## src/hdl/pers_mem_pkg.sv

```systemverilog
`default_nettype none

package pers_mem_pkg;

   // --------------------------------------------------
   // Memory port types
   // --------------------------------------------------
   typedef logic [47:0] vadr_t;
   typedef logic [63:0] mem_word_t;

   // All requests are full 8-byte words
   localparam int WORD_BYTES = 8;

   // Kernel parameters
   typedef logic [8:0]  thread_cnt_t;
   typedef logic [31:0] edge_cnt_t;

endpackage

`default_nettype wire

```

## src/hdl/pers_dispatch_pkg.sv

```systemverilog
`default_nettype none

package pers_dispatch_pkg;

   // --------------------------------------------------
   // Instruction word, two decode views
   // --------------------------------------------------

   // Format 4 with 7-bit opcode and 12-bit immediate
   typedef struct packed {
      logic [6:0]  rsvd_hi;
      logic [6:0]  opc;
      logic [11:0] imm;
      logic [5:0]  rsvd_lo;
   } inst_f4_t;

   // Formats 5, 6 and 7 with 6-bit opcode and split index
   typedef struct packed {
      logic [2:0] rsvd;
      logic [4:0] fmt;
      logic [5:0] opc;
      logic [5:0] idx_hi;
      logic [5:0] mid;
      logic [5:0] idx_lo;
   } inst_f567_t;

   typedef union packed {
      inst_f4_t   f4;
      inst_f567_t f567;
   } inst_t;

   typedef logic [17:0] aeg_idx_t;
   typedef logic [63:0] aeg_word_t;
   typedef logic [1:0]  exc_t;

   // Bit positions in exc_t
   localparam int EXC_UNIMPL  = 0;
   localparam int EXC_BAD_IDX = 1;

   // --------------------------------------------------
   // Opcodes
   // --------------------------------------------------
   localparam logic [6:0] OP_F4_WR_DATA = 7'h40;
   localparam logic [6:0] OP_F4_RD_DATA = 7'h68;
   localparam logic [6:0] OP_F4_RD_IMM  = 7'h70;
   localparam logic [5:0] OP_F5_WR_A    = 6'h18;
   localparam logic [5:0] OP_F5_WR_B    = 6'h20;
   localparam logic [5:0] OP_F6_RD_IMM  = 6'h1C;

   localparam int AEG_IDX_LIMIT = 256;

   // Kernel parameter slots
   localparam int AEG_BASE    = 0;
   localparam int AEG_THREADS = 1;
   localparam int AEG_EDGES   = 2;

endpackage

`default_nettype wire
```

## src/hdl/pers_top.sv

```systemverilog
`timescale 1ns/1ps
`default_nettype none

module pers_top #(
   parameter int AEG_COUNT = 3
) (
   input  wire                               clk_per,
   input  wire                               reset_per,
   input  wire pers_dispatch_pkg::inst_t     inst_i,
   input  wire pers_dispatch_pkg::aeg_word_t data_i,
   input  wire                               inst_vld_i,
   input  wire                               intlv_dis_i,
   input  wire                               mc_rd_rq_stall_i,
   input  wire                               mc_wr_rq_stall_i,
   input  wire                               mc_rsp_push_i,
   input  wire pers_mem_pkg::mem_word_t      mc_rsp_data_i,
   output pers_dispatch_pkg::aeg_word_t      ret_data_o,
   output logic                              ret_data_vld_o,
   output pers_dispatch_pkg::exc_t           exception_o,
   output logic                              stall_o,
   output logic                              idle_o,
   output logic                              mc_req_ld_o,
   output logic                              mc_req_st_o,
   output pers_mem_pkg::vadr_t               mc_req_vadr_o,
   output pers_mem_pkg::mem_word_t           mc_req_wrd_o
);

   import pers_dispatch_pkg::*;
   import pers_mem_pkg::*;

   logic        dec_wren;
   logic        dec_rden;
   aeg_idx_t    dec_idx;
   logic        start_req;
   logic        rd_vld;
   vadr_t       base_addr;
   thread_cnt_t num_threads;
   edge_cnt_t   edge_count;
   logic        start;
   logic        engine_idle;

   // --------------------------------------------------
   // Dispatch path
   // --------------------------------------------------
   inst_decoder u_dec (
      .inst_i      (inst_i),
      .data_i      (data_i),
      .inst_vld_i  (inst_vld_i),
      .intlv_dis_i (intlv_dis_i),
      .aeg_wren_o  (dec_wren),
      .aeg_rden_o  (dec_rden),
      .aeg_idx_o   (dec_idx),
      .start_req_o (start_req),
      .exception_o (exception_o)
   );

   aeg_file #(
      .AEG_COUNT (AEG_COUNT)
   ) u_aeg (
      .clk_per       (clk_per),
      .reset_per     (reset_per),
      .aeg_wren_i    (dec_wren),
      .aeg_rden_i    (dec_rden),
      .aeg_idx_i     (dec_idx),
      .data_i        (data_i),
      .ret_data_o    (ret_data_o),
      .rd_vld_o      (rd_vld),
      .base_addr_o   (base_addr),
      .num_threads_o (num_threads),
      .edge_count_o  (edge_count)
   );

   dispatch_ctrl u_ctrl (
      .clk_per        (clk_per),
      .reset_per      (reset_per),
      .start_req_i    (start_req),
      .engine_idle_i  (engine_idle),
      .rd_vld_i       (rd_vld),
      .start_o        (start),
      .stall_o        (stall_o),
      .idle_o         (idle_o),
      .ret_data_vld_o (ret_data_vld_o)
   );

   // Kernel on the single memory port
   sweep_engine u_eng (
      .clk_per          (clk_per),
      .reset_per        (reset_per),
      .start_i          (start),
      .base_addr_i      (base_addr),
      .num_threads_i    (num_threads),
      .edge_count_i     (edge_count),
      .mc_rd_rq_stall_i (mc_rd_rq_stall_i),
      .mc_wr_rq_stall_i (mc_wr_rq_stall_i),
      .mc_rsp_push_i    (mc_rsp_push_i),
      .mc_rsp_data_i    (mc_rsp_data_i),
      .idle_o           (engine_idle),
      .mc_req_ld_o      (mc_req_ld_o),
      .mc_req_st_o      (mc_req_st_o),
      .mc_req_vadr_o    (mc_req_vadr_o),
      .mc_req_wrd_o     (mc_req_wrd_o)
   );

endmodule

`default_nettype wire

```

## src/hdl/sweep_engine.sv

```systemverilog
`timescale 1ns/1ps
`default_nettype none

module sweep_engine (
   input  wire                             clk_per,
   input  wire                             reset_per,
   input  wire                             start_i,
   input  wire pers_mem_pkg::vadr_t        base_addr_i,
   input  wire pers_mem_pkg::thread_cnt_t  num_threads_i,
   input  wire pers_mem_pkg::edge_cnt_t    edge_count_i,
   input  wire                             mc_rd_rq_stall_i,
   input  wire                             mc_wr_rq_stall_i,
   input  wire                             mc_rsp_push_i,
   input  wire pers_mem_pkg::mem_word_t    mc_rsp_data_i,
   output logic                            idle_o,
   output logic                            mc_req_ld_o,
   output logic                            mc_req_st_o,
   output pers_mem_pkg::vadr_t             mc_req_vadr_o,
   output pers_mem_pkg::mem_word_t         mc_req_wrd_o
);

   import pers_mem_pkg::*;

   typedef enum logic [1:0] {S_IDLE, S_RUN, S_STORE} state_t;

   state_t      state_q;
   vadr_t       addr_q;
   thread_cnt_t thr_lim_q;
   thread_cnt_t inflight_q;
   edge_cnt_t   ld_left_q;
   edge_cnt_t   rsp_left_q;
   mem_word_t   sum_q;
   logic        start_ok;
   logic        ld_fire;
   logic        rsp_take;
   logic        st_fire;

   // --------------------------------------------------
   // Request and response qualifiers
   // --------------------------------------------------
   assign start_ok = start_i && (state_q == S_IDLE);

   assign ld_fire = (state_q == S_RUN) && (ld_left_q != '0) &&
                    (inflight_q < thr_lim_q) && !mc_rd_rq_stall_i;

   assign rsp_take = (state_q == S_RUN) && mc_rsp_push_i;

   assign st_fire = (state_q == S_STORE) && !mc_wr_rq_stall_i;

   // --------------------------------------------------
   // Control state
   // --------------------------------------------------
   always_ff @(posedge clk_per) begin
      if (reset_per) begin
         state_q    <= S_IDLE;
         inflight_q <= '0;
      end else begin
         case (state_q)
            S_IDLE: begin
               // Zero edges goes straight to the store
               if (start_ok)
                  state_q <= (edge_count_i == '0) ? S_STORE : S_RUN;
            end
            S_RUN: begin
               if (rsp_take && (rsp_left_q == edge_cnt_t'(1)))
                  state_q <= S_STORE;
            end
            S_STORE: begin
               if (st_fire)
                  state_q <= S_IDLE;
            end
            default: state_q <= S_IDLE;
         endcase
         inflight_q <= inflight_q + thread_cnt_t'(ld_fire) - thread_cnt_t'(rsp_take);
      end
   end

   // --------------------------------------------------
   // Address, counters and sum
   // --------------------------------------------------
   always_ff @(posedge clk_per) begin
      if (start_ok) begin
         addr_q     <= base_addr_i;
         thr_lim_q  <= (num_threads_i == '0) ? thread_cnt_t'(1) : num_threads_i;
         ld_left_q  <= edge_count_i;
         rsp_left_q <= edge_count_i;
         sum_q      <= '0;
      end else begin
         // After the last load the address points at the store slot
         if (ld_fire) begin
            addr_q    <= addr_q + vadr_t'(WORD_BYTES);
            ld_left_q <= ld_left_q - edge_cnt_t'(1);
         end
         if (rsp_take) begin
            sum_q      <= sum_q + mc_rsp_data_i;
            rsp_left_q <= rsp_left_q - edge_cnt_t'(1);
         end
      end
   end

   assign idle_o        = (state_q == S_IDLE);
   assign mc_req_ld_o   = ld_fire;
   assign mc_req_st_o   = st_fire;
   assign mc_req_vadr_o = addr_q;
   assign mc_req_wrd_o  = sum_q;

endmodule

`default_nettype wire

```

## src/hdl/dispatch_ctrl.sv

```systemverilog
`timescale 1ns/1ps
`default_nettype none

module dispatch_ctrl (
   input  wire  clk_per,
   input  wire  reset_per,
   input  wire  start_req_i,
   input  wire  engine_idle_i,
   input  wire  rd_vld_i,
   output logic start_o,
   output logic stall_o,
   output logic idle_o,
   output logic ret_data_vld_o
);

   typedef enum logic {ST_IDLE, ST_WAIT} state_t;

   state_t state_q;

   always_ff @(posedge clk_per) begin
      if (reset_per) begin
         start_o <= 1'b0;
         state_q <= ST_IDLE;
      end else begin
         start_o <= start_req_i;
         case (state_q)
            ST_IDLE: if (start_o) state_q <= ST_WAIT;
            ST_WAIT: if (engine_idle_i) state_q <= ST_IDLE;
            default: state_q <= ST_IDLE;
         endcase
      end
   end

   // Stall covers the start cycle and the pulse cycle before WAIT
   assign stall_o = (state_q != ST_IDLE) || start_req_i || start_o;
   assign idle_o  = (state_q == ST_IDLE) && !start_o;

   assign ret_data_vld_o = rd_vld_i && !stall_o;

endmodule

`default_nettype wire

```

## src/hdl/aeg_file.sv

```systemverilog
`timescale 1ns/1ps
`default_nettype none

module aeg_file #(
   parameter int AEG_COUNT = 3
) (
   input  wire                               clk_per,
   input  wire                               reset_per,
   input  wire                               aeg_wren_i,
   input  wire                               aeg_rden_i,
   input  wire pers_dispatch_pkg::aeg_idx_t  aeg_idx_i,
   input  wire pers_dispatch_pkg::aeg_word_t data_i,
   output pers_dispatch_pkg::aeg_word_t      ret_data_o,
   output logic                              rd_vld_o,
   output pers_mem_pkg::vadr_t               base_addr_o,
   output pers_mem_pkg::thread_cnt_t         num_threads_o,
   output pers_mem_pkg::edge_cnt_t           edge_count_o
);

   import pers_dispatch_pkg::*;
   import pers_mem_pkg::*;

   logic      r_wren;
   logic      r_rden;
   aeg_idx_t  r_idx;
   aeg_word_t r_data;
   aeg_word_t rd_word;
   aeg_word_t aeg_q [AEG_COUNT];

   // Access stage
   always_ff @(posedge clk_per) begin
      if (reset_per) begin
         r_wren   <= 1'b0;
         r_rden   <= 1'b0;
         rd_vld_o <= 1'b0;
      end else begin
         r_wren   <= aeg_wren_i;
         r_rden   <= aeg_rden_i;
         rd_vld_o <= r_rden;
      end
   end

   always_ff @(posedge clk_per) begin
      r_idx  <= aeg_idx_i;
      r_data <= data_i;
      for (int i = 0; i < AEG_COUNT; i++) begin
         if (r_wren && (r_idx == aeg_idx_t'(i)))
            aeg_q[i] <= r_data;
      end
      ret_data_o <= rd_word;
   end

   // Indices past the implemented slots read as zero
   always_comb begin
      rd_word = '0;
      for (int i = 0; i < AEG_COUNT; i++) begin
         if (r_idx == aeg_idx_t'(i))
            rd_word = aeg_q[i];
      end
   end

   // Kernel parameters
   assign base_addr_o   = aeg_q[AEG_BASE][$bits(vadr_t)-1:0];
   assign num_threads_o = aeg_q[AEG_THREADS][$bits(thread_cnt_t)-1:0];
   assign edge_count_o  = aeg_q[AEG_EDGES][$bits(edge_cnt_t)-1:0];

endmodule

`default_nettype wire

```

## src/hdl/inst_decoder.sv

```systemverilog
`timescale 1ns/1ps
`default_nettype none

module inst_decoder (
   input  wire pers_dispatch_pkg::inst_t     inst_i,
   input  wire pers_dispatch_pkg::aeg_word_t data_i,
   input  wire                               inst_vld_i,
   input  wire                               intlv_dis_i,
   output logic                              aeg_wren_o,
   output logic                              aeg_rden_o,
   output pers_dispatch_pkg::aeg_idx_t       aeg_idx_o,
   output logic                              start_req_o,
   output pers_dispatch_pkg::exc_t           exception_o
);

   import pers_dispatch_pkg::*;

   logic     caep_vld;
   logic     unimpl;
   aeg_idx_t idx;

   // --------------------------------------------------
   // Format and opcode decode
   // --------------------------------------------------
   always_comb begin
      aeg_wren_o = 1'b0;
      aeg_rden_o = 1'b0;
      caep_vld   = 1'b0;
      unimpl     = 1'b0;
      idx        = '0;
      case (inst_i.f567.fmt) inside
         // Format 4, opcode overlaps the low format bit
         5'b1101?: begin
            if (inst_i.f4.opc == OP_F4_WR_DATA) begin
               idx        = data_i[$bits(aeg_idx_t)-1:0];
               aeg_wren_o = inst_vld_i;
            end else if (inst_i.f4.opc == OP_F4_RD_DATA) begin
               idx        = data_i[$bits(aeg_idx_t)-1:0];
               aeg_rden_o = inst_vld_i;
            end else if (inst_i.f4.opc == OP_F4_RD_IMM) begin
               idx        = {6'h0, inst_i.f4.imm};
               aeg_rden_o = inst_vld_i;
            end else begin
               unimpl = inst_vld_i;
            end
         end
         // Format 5, index from the high and low fields
         5'b11100: begin
            if (inst_i.f567.opc == OP_F5_WR_A || inst_i.f567.opc == OP_F5_WR_B) begin
               idx        = {6'h0, inst_i.f567.idx_hi, inst_i.f567.idx_lo};
               aeg_wren_o = inst_vld_i;
            end else begin
               unimpl = inst_vld_i;
            end
         end
         // Format 6, index is bits 17:6
         5'b11101: begin
            if (inst_i.f567.opc == OP_F6_RD_IMM) begin
               idx        = {6'h0, inst_i.f567.idx_hi, inst_i.f567.mid};
               aeg_rden_o = inst_vld_i;
            end else begin
               unimpl = inst_vld_i;
            end
         end
         // Format 7, CAEP when bit 23 is set
         5'b11110: begin
            caep_vld = inst_vld_i & inst_i.f567.opc[5];
            unimpl   = inst_vld_i & ~inst_i.f567.opc[5];
         end
         default: begin
            unimpl = inst_vld_i;
         end
      endcase
   end

   assign aeg_idx_o = idx;

   // Only CAEP00 with interleave disabled starts the kernel
   assign start_req_o = caep_vld && (inst_i.f567.opc[4:0] == 5'd0) && intlv_dis_i;

   always_comb begin
      exception_o              = '0;
      exception_o[EXC_UNIMPL]  = unimpl;
      exception_o[EXC_BAD_IDX] = inst_vld_i && (idx >= aeg_idx_t'(AEG_IDX_LIMIT));
   end

endmodule

`default_nettype wire

```

## config.mk

```make
export PLATFORM = sky130hd
export DESIGN_NAME = pers_top
export DESIGN_NICKNAME = d
export VERILOG_FILES = /design/src/hdl/pers_mem_pkg.sv /design/src/hdl/pers_dispatch_pkg.sv /design/src/hdl/pers_top.sv /design/src/hdl/sweep_engine.sv /design/src/hdl/dispatch_ctrl.sv /design/src/hdl/aeg_file.sv /design/src/hdl/inst_decoder.sv
export SDC_FILE = /design/constraint.sdc
export NUM_CORES = 1
export LEC_CHECK = 0
export BUFFER_PORTS_ARGS = -buffer_cell sky130_fd_sc_hd__buf_2
export CORE_MARGIN = 2
export CORE_UTILIZATION = 35
export CTS_CLUSTER_SIZE = 14
export DETAILED_ROUTE_END_ITERATION = 8
export PLACE_DENSITY = 0.59
export SLEW_MARGIN = 20
export SYNTH_ARGS = -nofsm -noshare
export SYNTH_HDL_FRONTEND = slang
export SYNTH_SLANG_ARGS = --single-unit
```

## constraint.sdc

```tcl
create_clock -name clk_per -period 7.35 [get_ports clk_per]
set_input_delay 0.735 -clock clk_per [delete_from_list [all_inputs] [get_ports clk_per]]
set_output_delay 0.735 -clock clk_per [all_outputs]
set_load 0.01 [all_outputs]
```

==> impl_metrics.prom, run 1 <==
# TYPE chip_impl_metric gauge
chip_impl_metric{name="ys_seq_area_frac",unit=""} 0.575
chip_impl_metric{name="post_synthesis_area_per_instance",unit="um2"} 10.7
chip_impl_metric{name="multi_input_comb_area",unit="mm2"} 0.00972
chip_impl_info{name="layer_carrying_the_most_global_route_usage",value="met2"} 1
chip_impl_metric{name="grt_antenna_before_repair",unit=""} 14
chip_impl_metric{name="die_width",unit="um"} 267
chip_impl_metric{name="post_synth_and_or_nand_nor_area_fraction",unit=""} 0.140
chip_impl_metric{name="clkSinkCount",unit=""} 539
chip_impl_metric{name="timing.clock.skew",unit="ns"} 0.0656
chip_impl_metric{name="final_layout_size_suffix_gt1_frac",unit=""} 0.187
chip_impl_info{name="hold_path.class",value="input pin to flop"} 1
chip_impl_metric{name="fmaxAchievable",unit="MHz"} 188
chip_impl_metric{name="post_cts_sizing",unit=""} 0
chip_impl_metric{name="cts_buffer_depth",unit=""} 3
chip_impl_info{name="clockRootBuffer",value="sky130_fd_sc_hd__clkbuf_16"} 1
chip_impl_metric{name="timing.critical_path.slowest_cell_delay",unit="ns"} 0.70
chip_impl_metric{name="final_max_slew_viol_count",unit=""} 0
chip_impl_metric{name="die_area",unit="mm2"} 0.0713
chip_impl_metric{name="synth_cell_types",unit=""} 76
chip_impl_metric{name="total_leakage_power",unit="nW"} 11.3
chip_impl_metric{name="maxSlewHeadroom",unit=""} 0.371
chip_impl_metric{name="post_route_drc_violation_count",unit=""} 0
chip_impl_metric{name="clk_latency",unit="ns"} 0.67
chip_impl_metric{name="maximum_number_of_pins_on_one_net_before_global_route_repair",unit=""} 87
chip_impl_metric{name="crit_arrival",unit="ns"} 5.82
chip_impl_metric{name="grt_util_met3",unit=""} 0.0488
chip_impl_info{name="dominant_register_cell_in_the_synthesized_netlist",value="sky130_fd_sc_hd__edfxtp_1"} 1
chip_impl_metric{name="core",unit="mm2"} 0.0686
chip_impl_metric{name="hold_depth",unit=""} 1
chip_impl_metric{name="synth_compound_gate_area_share",unit=""} 0.130
chip_impl_metric{name="clk_pin_slew",unit="ns"} 0.07
chip_impl_metric{name="antenna_left",unit=""} 0
chip_impl_metric{name="async_reset_ff_frac",unit=""} 0
chip_impl_metric{name="synth_largest_type_area_fraction",unit=""} 0.388
chip_impl_info{name="synth_top_family_by_area",value="simple AND/OR/NAND/NOR gates"} 1
chip_impl_metric{name="avgViaCountPerCell",unit=""} 5.13
chip_impl_metric{name="post_detailed_placement_half_perimeter_wirelength",unit="mm"} 48.1
chip_impl_metric{name="wire_length_of_the_first_global_routing_pass",unit="mm"} 103
chip_impl_metric{name="cts_max_level",unit=""} 2
chip_impl_metric{name="first_pass_drt_iterations",unit=""} 7
chip_impl_metric{name="ys_warn_count",unit=""} 0
chip_impl_metric{name="period_minus_slack",unit="ns"} 5.32
chip_impl_info{name="clock_tree_from_tritoncts",value="done"} 1
chip_impl_metric{name="final-hold-violation-count",unit=""} 0
chip_impl_info{name="synth_top_area_cell",value="sky130_fd_sc_hd__edfxtp_1"} 1
chip_impl_metric{name="ff2ff_setup_slack",unit="ns"} 2.03
chip_impl_metric{name="synthToLayoutAreaGrowth",unit="%"} 19.6
chip_impl_metric{name="i_o_pins",unit=""} 350
chip_impl_metric{name="netlist_instances",unit=""} 2254
chip_impl_metric{name="post-cts-setup-buffers",unit=""} 0
chip_impl_metric{name="data_required_time_at_the_worst_endpoint",unit="ns"} 7.85
chip_impl_metric{name="final_min_period_over_clock_period",unit=""} 0.724
chip_impl_metric{name="yosys.area_share.adder",unit=""} 0.0451
chip_impl_info{name="terminating_pin_of_the_worst_hold_path",value="u_aeg.r_data[34]$_DFF_P_"} 1
chip_impl_metric{name="io_buffers",unit=""} 346
chip_impl_info{name="holdCritStartpoint",value="data_i[34]"} 1
chip_impl_info{name="worstReg2RegEnd",value="u_eng.inflight_q[8]$_SDFF_PP0_"} 1
chip_impl_metric{name="finalSetupViolations",unit=""} 0
chip_impl_metric{name="muxShareOfSynthArea",unit=""} 0.0273
chip_impl_metric{name="final-seq-area",unit="mm2"} 0.0139
chip_impl_metric{name="power_per_cell_area",unit="mW/mm2"} 251
chip_impl_metric{name="max_cap_viol_count",unit=""} 0
chip_impl_metric{name="postSynthNetCount",unit=""} 2507
chip_impl_metric{name="nFillCells",unit=""} 6582
chip_impl_metric{name="postSynthRegisterBits",unit=""} 539
chip_impl_metric{name="post_route_design_area",unit="mm2"} 0.0290
chip_impl_metric{name="timing.setup.tns",unit="ns"} 0
chip_impl_metric{name="detailedRoute.firstIterationViolations",unit=""} 1185
chip_impl_metric{name="die_h",unit="um"} 267
chip_impl_info{name="grt_setup_unrepaired",value="no"} 1
chip_impl_metric{name="vdd_drop_max",unit="uV"} 220
chip_impl_metric{name="syn_area",unit="mm2"} 0.0242
chip_impl_metric{name="worst-path-max-fanout",unit=""} 6
chip_impl_metric{name="met2_capacity_usage_during_global_routing",unit=""} 0.309
chip_impl_info{name="startpoint_type",value="flop"} 1
chip_impl_metric{name="worst_pin_slew",unit="ns"} 0.943
chip_impl_info{name="synth_area_leaders",value="sky130_fd_sc_hd__edfxtp_1 (39%), sky130_fd_sc_hd__dfxtp_1 (19%), sky130_fd_sc_hd__a21oi_1 (4.8%), sky130_fd_sc_hd__ha_1 (4.3%), sky130_fd_sc_hd__nor2_1 (3.9%)"} 1
chip_impl_info{name="crit-reg2reg-launch",value="u_eng.ld_left_q[15]$_DFFE_PN_"} 1
chip_impl_metric{name="globalRouteMet1Util",unit=""} 0.231
chip_impl_metric{name="starting_utilization_of_the_core_area",unit=""} 0.353
chip_impl_info{name="status",value="complete, no violations"} 1
chip_impl_metric{name="route.final.wire_length",unit="mm"} 67.4
chip_impl_metric{name="fin_hold_ws",unit="ns"} 0.158
chip_impl_metric{name="row_count",unit=""} 96
chip_impl_metric{name="finalNonFillerCells",unit=""} 3555
chip_impl_metric{name="grt_overflow",unit=""} 0
chip_impl_metric{name="final_nets",unit=""} 2824
chip_impl_metric{name="cts_hold_buffers_added",unit=""} 0
chip_impl_metric{name="dpl_cell_area",unit="mm2"} 0.0269
chip_impl_metric{name="grt.total_usage",unit=""} 0.184
chip_impl_metric{name="timing.reg2reg.worst_path_depth",unit=""} 21
chip_impl_metric{name="placedCellCount",unit=""} 3441
chip_impl_info{name="cp_cell_sequence",value="nor3_1 -> nand2b_1 -> nor4_1 -> nand2_1 -> nor4_1 -> nor2_1 -> o21ai_0 -> ha_1 -> inv_1 -> ha_1 -> inv_1 -> fa_1 -> nor2b_1 -> o21ai_0 -> nand2b_1 -> a21oi_1 -> o21bai_1 -> a21o_1 -> a21oi_1 -> xnor2_1 -> nor2_1"} 1
chip_impl_metric{name="synth_enable_flop_cells",unit=""} 313
chip_impl_info{name="critical_path.slowest_cell",value="sky130_fd_sc_hd__nor4_1"} 1
chip_impl_metric{name="wire_per_inst",unit="um"} 19.0
chip_impl_metric{name="first_global_vias",unit=""} 18100
chip_impl_info{name="setup.worst_path.end_class",value="flop"} 1
chip_impl_metric{name="gp_congestion",unit=""} 0.908
chip_impl_metric{name="via_count",unit=""} 18200
chip_impl_info{name="criticalPathCategory",value="flop to flop"} 1
chip_impl_metric{name="numCtsBuffers",unit=""} 59
chip_impl_metric{name="synth_xor_xnor_area_share",unit=""} 0.0579
## report_power, final
| part | leakage (nW) | switching, mW | total, mW | internal [mW] |
|---|---|---|---|---|
| Combinational | 5.55 | 0.489 | 0.836 | 0.347 |
| Sequential | 4.69 | 0.0682 | 3.32 | 3.26 |
| Clock | 1.01 | 1.26 | 3.11 | 1.85 |
## cells in the final DEF (no fill, tap or decap), types with 62 or more instances in the layout
| cell type | instances |
|---|---|
| sky130_fd_sc_hd__mux2i_1 | 66 |
| sky130_fd_sc_hd__a21oi_1 | 234 |
| sky130_fd_sc_hd__dfxtp_1 | 224 |
| sky130_fd_sc_hd__o21ai_0 | 111 |
| sky130_fd_sc_hd__clkbuf_16 | 62 |
| sky130_fd_sc_hd__ha_1 | 84 |
| sky130_fd_sc_hd__buf_2 | 346 |
| sky130_fd_sc_hd__edfxtp_1 | 313 |
| sky130_fd_sc_hd__nor2_1 | 249 |
| sky130_fd_sc_hd__xnor2_1 | 99 |
| sky130_fd_sc_hd__nand2_1 | 218 |
## cell usage after synthesis (40+ instances only)
| cell | instances |
|---|---|
| sky130_fd_sc_hd__clkbuf_1 | 80 |
| sky130_fd_sc_hd__a21o_1 | 52 |
| sky130_fd_sc_hd__nor2_1 | 250 |
| sky130_fd_sc_hd__ha_1 | 84 |
| sky130_fd_sc_hd__xor2_1 | 61 |
| sky130_fd_sc_hd__nor3_1 | 40 |
| sky130_fd_sc_hd__nand3_1 | 40 |
| sky130_fd_sc_hd__o21ai_0 | 111 |
| sky130_fd_sc_hd__a21oi_1 | 234 |
| sky130_fd_sc_hd__dfxtp_1 | 226 |
| sky130_fd_sc_hd__inv_1 | 52 |
| sky130_fd_sc_hd__edfxtp_1 | 313 |
| sky130_fd_sc_hd__mux2i_1 | 66 |
| sky130_fd_sc_hd__nand2_1 | 221 |
| sky130_fd_sc_hd__xnor2_1 | 99 |
## routing by layer
layer,vias to the layer above,part of all wire
li1,8768,-
met1,8807,0.43
met2,502,0.47
met3,135,0.065
met4,20,0.031
met5,-,0.0020
## sequential cells by signal, indices dropped and copies added, names as in the netlist
name / flops
u_eng.thr_lim_q: 9
u_eng.mc_req_vadr_o: 48
u_eng.inflight_q: 9
u_aeg.rd_vld_o: 1
u_eng.ld_left_q: 32
u_aeg.ret_data_o: 64
u_aeg.r_data: 64
u_aeg.r_rden: 1
u_ctrl.start_o: 1
u_aeg.r_idx: 18
u_eng.state_q: 2
u_ctrl.state_q: 1
u_eng.rsp_left_q: 32
u_eng.mc_req_wrd_o: 64
u_aeg.r_wren: 1
u_aeg.aeg_q: 192
## critical path: cells and delay by family, from the launching register on
kind / cells / cell delay [ns]
buf+inv: 2 / 0.12
simple gates: 9 / 2.55
compound gates: 6 / 1.00
fa+ha+maj: 3 / 0.93
flops: 1 / 0.42
xor+xnor: 1 / 0.15
## worst max path at each step
stage	start	endpoint	slack, ns
6_report	u_eng.ld_left_q[15]$_DFFE_PN_	u_eng.inflight_q[8]$_SDFF_PP0_	2.03
5_1_grt	u_eng.ld_left_q[14]$_DFFE_PN_	u_eng.inflight_q[8]$_SDFF_PP0_	1.52
4_1_cts	u_eng.ld_left_q[15]$_DFFE_PN_	u_eng.inflight_q[8]$_SDFF_PP0_	2.09
3_5_place_dp	u_eng.ld_left_q[15]$_DFFE_PN_	u_eng.inflight_q[8]$_SDFF_PP0_	2.15
3_3_place_gp	u_eng.ld_left_q[14]$_DFFE_PN_	u_eng.inflight_q[8]$_SDFF_PP0_	2.26
2_1_floorplan	u_aeg.r_idx[1]$_DFF_P_	u_aeg.aeg_q[0][128]$_DFFE_PP_	0.73
## area by class of cell
type                            instances  area share
Antenna cell                            4    0.000346
Tap cell                              931      0.0402
Clock buffer                           86      0.0595
Inverter                               52     0.00683
Timing Repair Buffer                  363      0.0642
Multi-Input combinational cell       1556       0.336
Sequential cell                       539       0.481
Clock inverter                         24      0.0121
## per-stage QoR
stage          total power [mW]  utilization  worst slack, ns
3_5_place_dp               4.21        0.392             2.15
5_1_grt                    7.56        0.422             1.52
6_report                   7.27        0.422             2.03
3_3_place_gp               4.20        0.392             2.26
4_1_cts                    7.33        0.422             2.09
2_1_floorplan              3.94            -            0.735
## logic make-up (layout without fill, tap and decap cells)
family | after synthesis | count (layout)
fa+ha+maj | 86 | 86
mux | 66 | 66
flops | 539 | 539
other cells | 0 | 4
xor+xnor | 160 | 160
compound gates | 520 | 520
simple gates | 724 | 724
buf+inv | 159 | 525
Note: power is estimated with default switching activity, not from simulation.
==> run 2, diff against run 1 <==
==> constraint.sdc (replaced) <==
create_clock -name clk_per -period 4.9 [get_ports clk_per]
set_input_delay 0.49 -clock clk_per [delete_from_list [all_inputs] [get_ports clk_per]]
set_output_delay 0.49 -clock clk_per [all_outputs]
set_load 0.01 [all_outputs]
==> run 2 against run 1 <==
  * Setup slack lost 1.6 ns
  * Highest routed layer unchanged
  * Fmax grew 18%
  * Register-to-register slack lost 1.6 ns
  * First-iteration DRC count grew 0.42%
  * Combinational power grew 56%
  * Largest cell class unchanged
==> impl_metrics.prom, run 2 (synthesis results as in run 1) <==
# TYPE chip_impl_metric gauge
chip_impl_metric{name="clkSinkCount",unit=""} 539
chip_impl_metric{name="fmaxAchievable",unit="MHz"} 223
chip_impl_metric{name="row_count",unit=""} 96
chip_impl_info{name="top_register",value="u_aeg.aeg_q"} 1
chip_impl_info{name="setup.worst_path.end_class",value="flop"} 1
chip_impl_metric{name="i_o_pins",unit=""} 350
chip_impl_metric{name="clk_pin_slew",unit="ns"} 0.06
chip_impl_metric{name="power_per_cell_area",unit="mW/mm2"} 367
chip_impl_metric{name="grt.total_usage",unit=""} 0.189
chip_impl_metric{name="final_max_slew_viol_count",unit=""} 0
chip_impl_metric{name="first_global_vias",unit=""} 18400
chip_impl_metric{name="final-seq-area",unit="mm2"} 0.0139
chip_impl_metric{name="die_h",unit="um"} 267
chip_impl_info{name="clockRootBuffer",value="sky130_fd_sc_hd__clkbuf_16"} 1
chip_impl_info{name="hold_path.class",value="input pin to flop"} 1
chip_impl_metric{name="final_min_period_over_clock_period",unit=""} 0.916
chip_impl_metric{name="largest_register_ff_count",unit=""} 192
chip_impl_metric{name="worst-path-max-fanout",unit=""} 6
chip_impl_metric{name="maxSlewHeadroom",unit=""} 0.320
chip_impl_metric{name="cts_buffer_depth",unit=""} 3
chip_impl_metric{name="final_core_utilization",unit=""} 0.433
chip_impl_metric{name="gp_congestion",unit=""} 0.915
chip_impl_info{name="layout_common_cells",value="sky130_fd_sc_hd__buf_2 (346), sky130_fd_sc_hd__edfxtp_1 (313), sky130_fd_sc_hd__nor2_1 (249)"} 1
chip_impl_metric{name="first_pass_drt_iterations",unit=""} 9
chip_impl_info{name="status",value="complete, no violations"} 1
chip_impl_metric{name="io_buffers",unit=""} 346
chip_impl_metric{name="wire_length_of_the_first_global_routing_pass",unit="mm"} 105
chip_impl_metric{name="wire_per_inst",unit="um"} 19.1
chip_impl_metric{name="avgViaCountPerCell",unit=""} 5.10
chip_impl_metric{name="grt_antenna_before_repair",unit=""} 11
chip_impl_info{name="cp_cell_sequence",value="or4_4 -> nor4_4 -> and4b_2 -> nand2_2 -> nor4_2 -> buf_4 -> nor2_1 -> o21ai_0 -> buf_4 -> ha_1 -> inv_1 -> ha_1 -> inv_1 -> fa_1 -> nor2b_1 -> o21ai_0 -> nand2b_1 -> a21oi_1 -> o21bai_1 -> a21o_1 -> a21oi_1 -> xnor2_1 -> nor2_1"} 1
chip_impl_metric{name="starting_utilization_of_the_core_area",unit=""} 0.353
chip_impl_metric{name="timing.setup.tns",unit="ns"} 0
chip_impl_metric{name="post_route_drc_violation_count",unit=""} 0
chip_impl_metric{name="maximum_number_of_pins_on_one_net_before_global_route_repair",unit=""} 100
chip_impl_metric{name="final_layout_size_suffix_gt1_frac",unit=""} 0.188
chip_impl_metric{name="die_width",unit="um"} 267
chip_impl_metric{name="crit_arrival",unit="ns"} 4.95
chip_impl_metric{name="timing.clock.skew",unit="ns"} 0.0910
chip_impl_metric{name="final-hold-violation-count",unit=""} 0
chip_impl_metric{name="core",unit="mm2"} 0.0686
chip_impl_metric{name="route.final.wire_length",unit="mm"} 69.1
chip_impl_metric{name="final_nets",unit=""} 2894
chip_impl_metric{name="max_cap_viol_count",unit=""} 0
chip_impl_metric{name="detailedRoute.firstIterationViolations",unit=""} 1190
chip_impl_metric{name="multi_input_comb_area",unit="mm2"} 0.00976
chip_impl_info{name="startpoint_type",value="flop"} 1
chip_impl_metric{name="cts_max_level",unit=""} 2
chip_impl_info{name="grt_setup_unrepaired",value="no"} 1
chip_impl_metric{name="timing.critical_path.slowest_cell_delay",unit="ns"} 0.60
chip_impl_metric{name="grt_overflow",unit=""} 0
chip_impl_metric{name="nFillCells",unit=""} 6554
chip_impl_info{name="clock_tree_from_tritoncts",value="done"} 1
chip_impl_metric{name="finalSetupViolations",unit=""} 0
chip_impl_info{name="critical_path.slowest_cell",value="sky130_fd_sc_hd__or4_4"} 1
chip_impl_metric{name="data_required_time_at_the_worst_endpoint",unit="ns"} 5.36
chip_impl_metric{name="total_leakage_power",unit="nW"} 11.6
chip_impl_metric{name="synthToLayoutAreaGrowth",unit="%"} 22.6
chip_impl_metric{name="ff2ff_setup_slack",unit="ns"} 0.41
chip_impl_metric{name="post_detailed_placement_half_perimeter_wirelength",unit="mm"} 49.0
chip_impl_metric{name="antenna_left",unit=""} 0
chip_impl_info{name="most_common_library_cell_in_the_layout_ignoring_fill_and_taps",value="sky130_fd_sc_hd__buf_2"} 1
chip_impl_metric{name="via_count",unit=""} 18500
chip_impl_metric{name="clk_latency",unit="ns"} 0.66
chip_impl_metric{name="die_area",unit="mm2"} 0.0713
chip_impl_info{name="criticalPathCategory",value="flop to flop"} 1
chip_impl_metric{name="period_minus_slack",unit="ns"} 4.49
chip_impl_metric{name="numCtsBuffers",unit=""} 58
chip_impl_metric{name="vdd_drop_max",unit="uV"} 338
chip_impl_metric{name="worst_pin_slew",unit="ns"} 1.02
[run 2: cell count changes in the layout (fill, tap and decap cells not counted), moves of 2 or more]
cell / change
sky130_fd_sc_hd__clkinv_1: +2
sky130_fd_sc_hd__buf_12: +2
sky130_fd_sc_hd__dlygate4sd3_1: +62
sky130_fd_sc_hd__diode_2: -2
sky130_fd_sc_hd__clkinvlp_4: +2
sky130_fd_sc_hd__nor4_1: -2
sky130_fd_sc_hd__clkbuf_8: -2
sky130_fd_sc_hd__buf_4: +7
sky130_fd_sc_hd__clkinv_2: +2
sky130_fd_sc_hd__clkbuf_1: -3
[run 2: repair_timing]
action | in CTS | in global routing
hold buffers | 62 | 0
buffers inserted | 0 | 3
resized for setup | 0 | 6
hold endpoints to repair | 62 | 0
endpoints found under the setup margin | 0 | 1
[run 2: cell type report]
| cell class | count | share of cell area |
|---|---|---|
| clock buffer | 81 | 0.0567 |
| inverter | 52 | 0.00666 |
| timing repair buffer | 434 | 0.0867 |
| sequential | 539 | 0.469 |
| antenna | 2 | 0.000169 |
| multi-input combinational | 1556 | 0.329 |
| tap | 931 | 0.0392 |
| clock inverter | 29 | 0.0127 |
[run 2: final timing paths]
check | startpoint | cells after the start | endpoint
max | u_eng.ld_left_q[2]$_DFFE_PN_ | 23 | u_eng.inflight_q[8]$_SDFF_PP0_
max reg2reg | u_eng.ld_left_q[2]$_DFFE_PN_ | 23 | u_eng.inflight_q[8]$_SDFF_PP0_
min | data_i[11] | 1 | u_aeg.r_data[11]$_DFF_P_
min reg2reg | u_aeg.r_data[41]$_DFF_P_ | 0 | u_aeg.aeg_q[0][105]$_DFFE_PP_
[run 2: where the power goes]
group,internal [mW],switching [mW],total (mW)
Sequential,4.88,0.103,4.99
Clock,2.73,1.87,4.60
Combinational,0.554,0.743,1.30
Total,8.17,2.72,10.9
[run 2: metrics by stage]
stage / worst slack (ns) / total power, mW / instance area [um2] / cells / hold WS [ns]
detailed placement: 0.236 / 6.32 / 26900 / 3447 / 0.427
CTS: 0.137 / 11.0 / 29600 / 3619 / 0.0104
global route: 0.0134 / 11.3 / 29700 / 3623 / 0.00871
global placement: 0.408 / 6.31 / 26900 / 3447 / 0.424
finish: 0.409 / 10.9 / 29700 / 3624 / 0.0335
floorplan: 0.554 / 5.91 / 24200 / 2254 / 0.414
[run 2: per-layer routing]
metal | vias up | track usage | share of wire
met5 | - | 0 | 0.0017
met4 | 18 | 0.0446 | 0.018
met2 | 592 | 0.321 | 0.48
met1 | 8869 | 0.238 | 0.42
li1 | 8907 | - | -
met3 | 102 | 0.0513 | 0.079
[run 2: critical path: cells and delay by family (launching register included)]
family | cells | cell delay, ns
and+or+nand+nor | 9 | 1.77
xor gates and xnor gates | 1 | 0.16
AOI/OAI and AO/OA | 6 | 0.68
buffers and inverters | 4 | 0.46
DFF | 1 | 0.43
adders and majority gates | 3 | 0.80
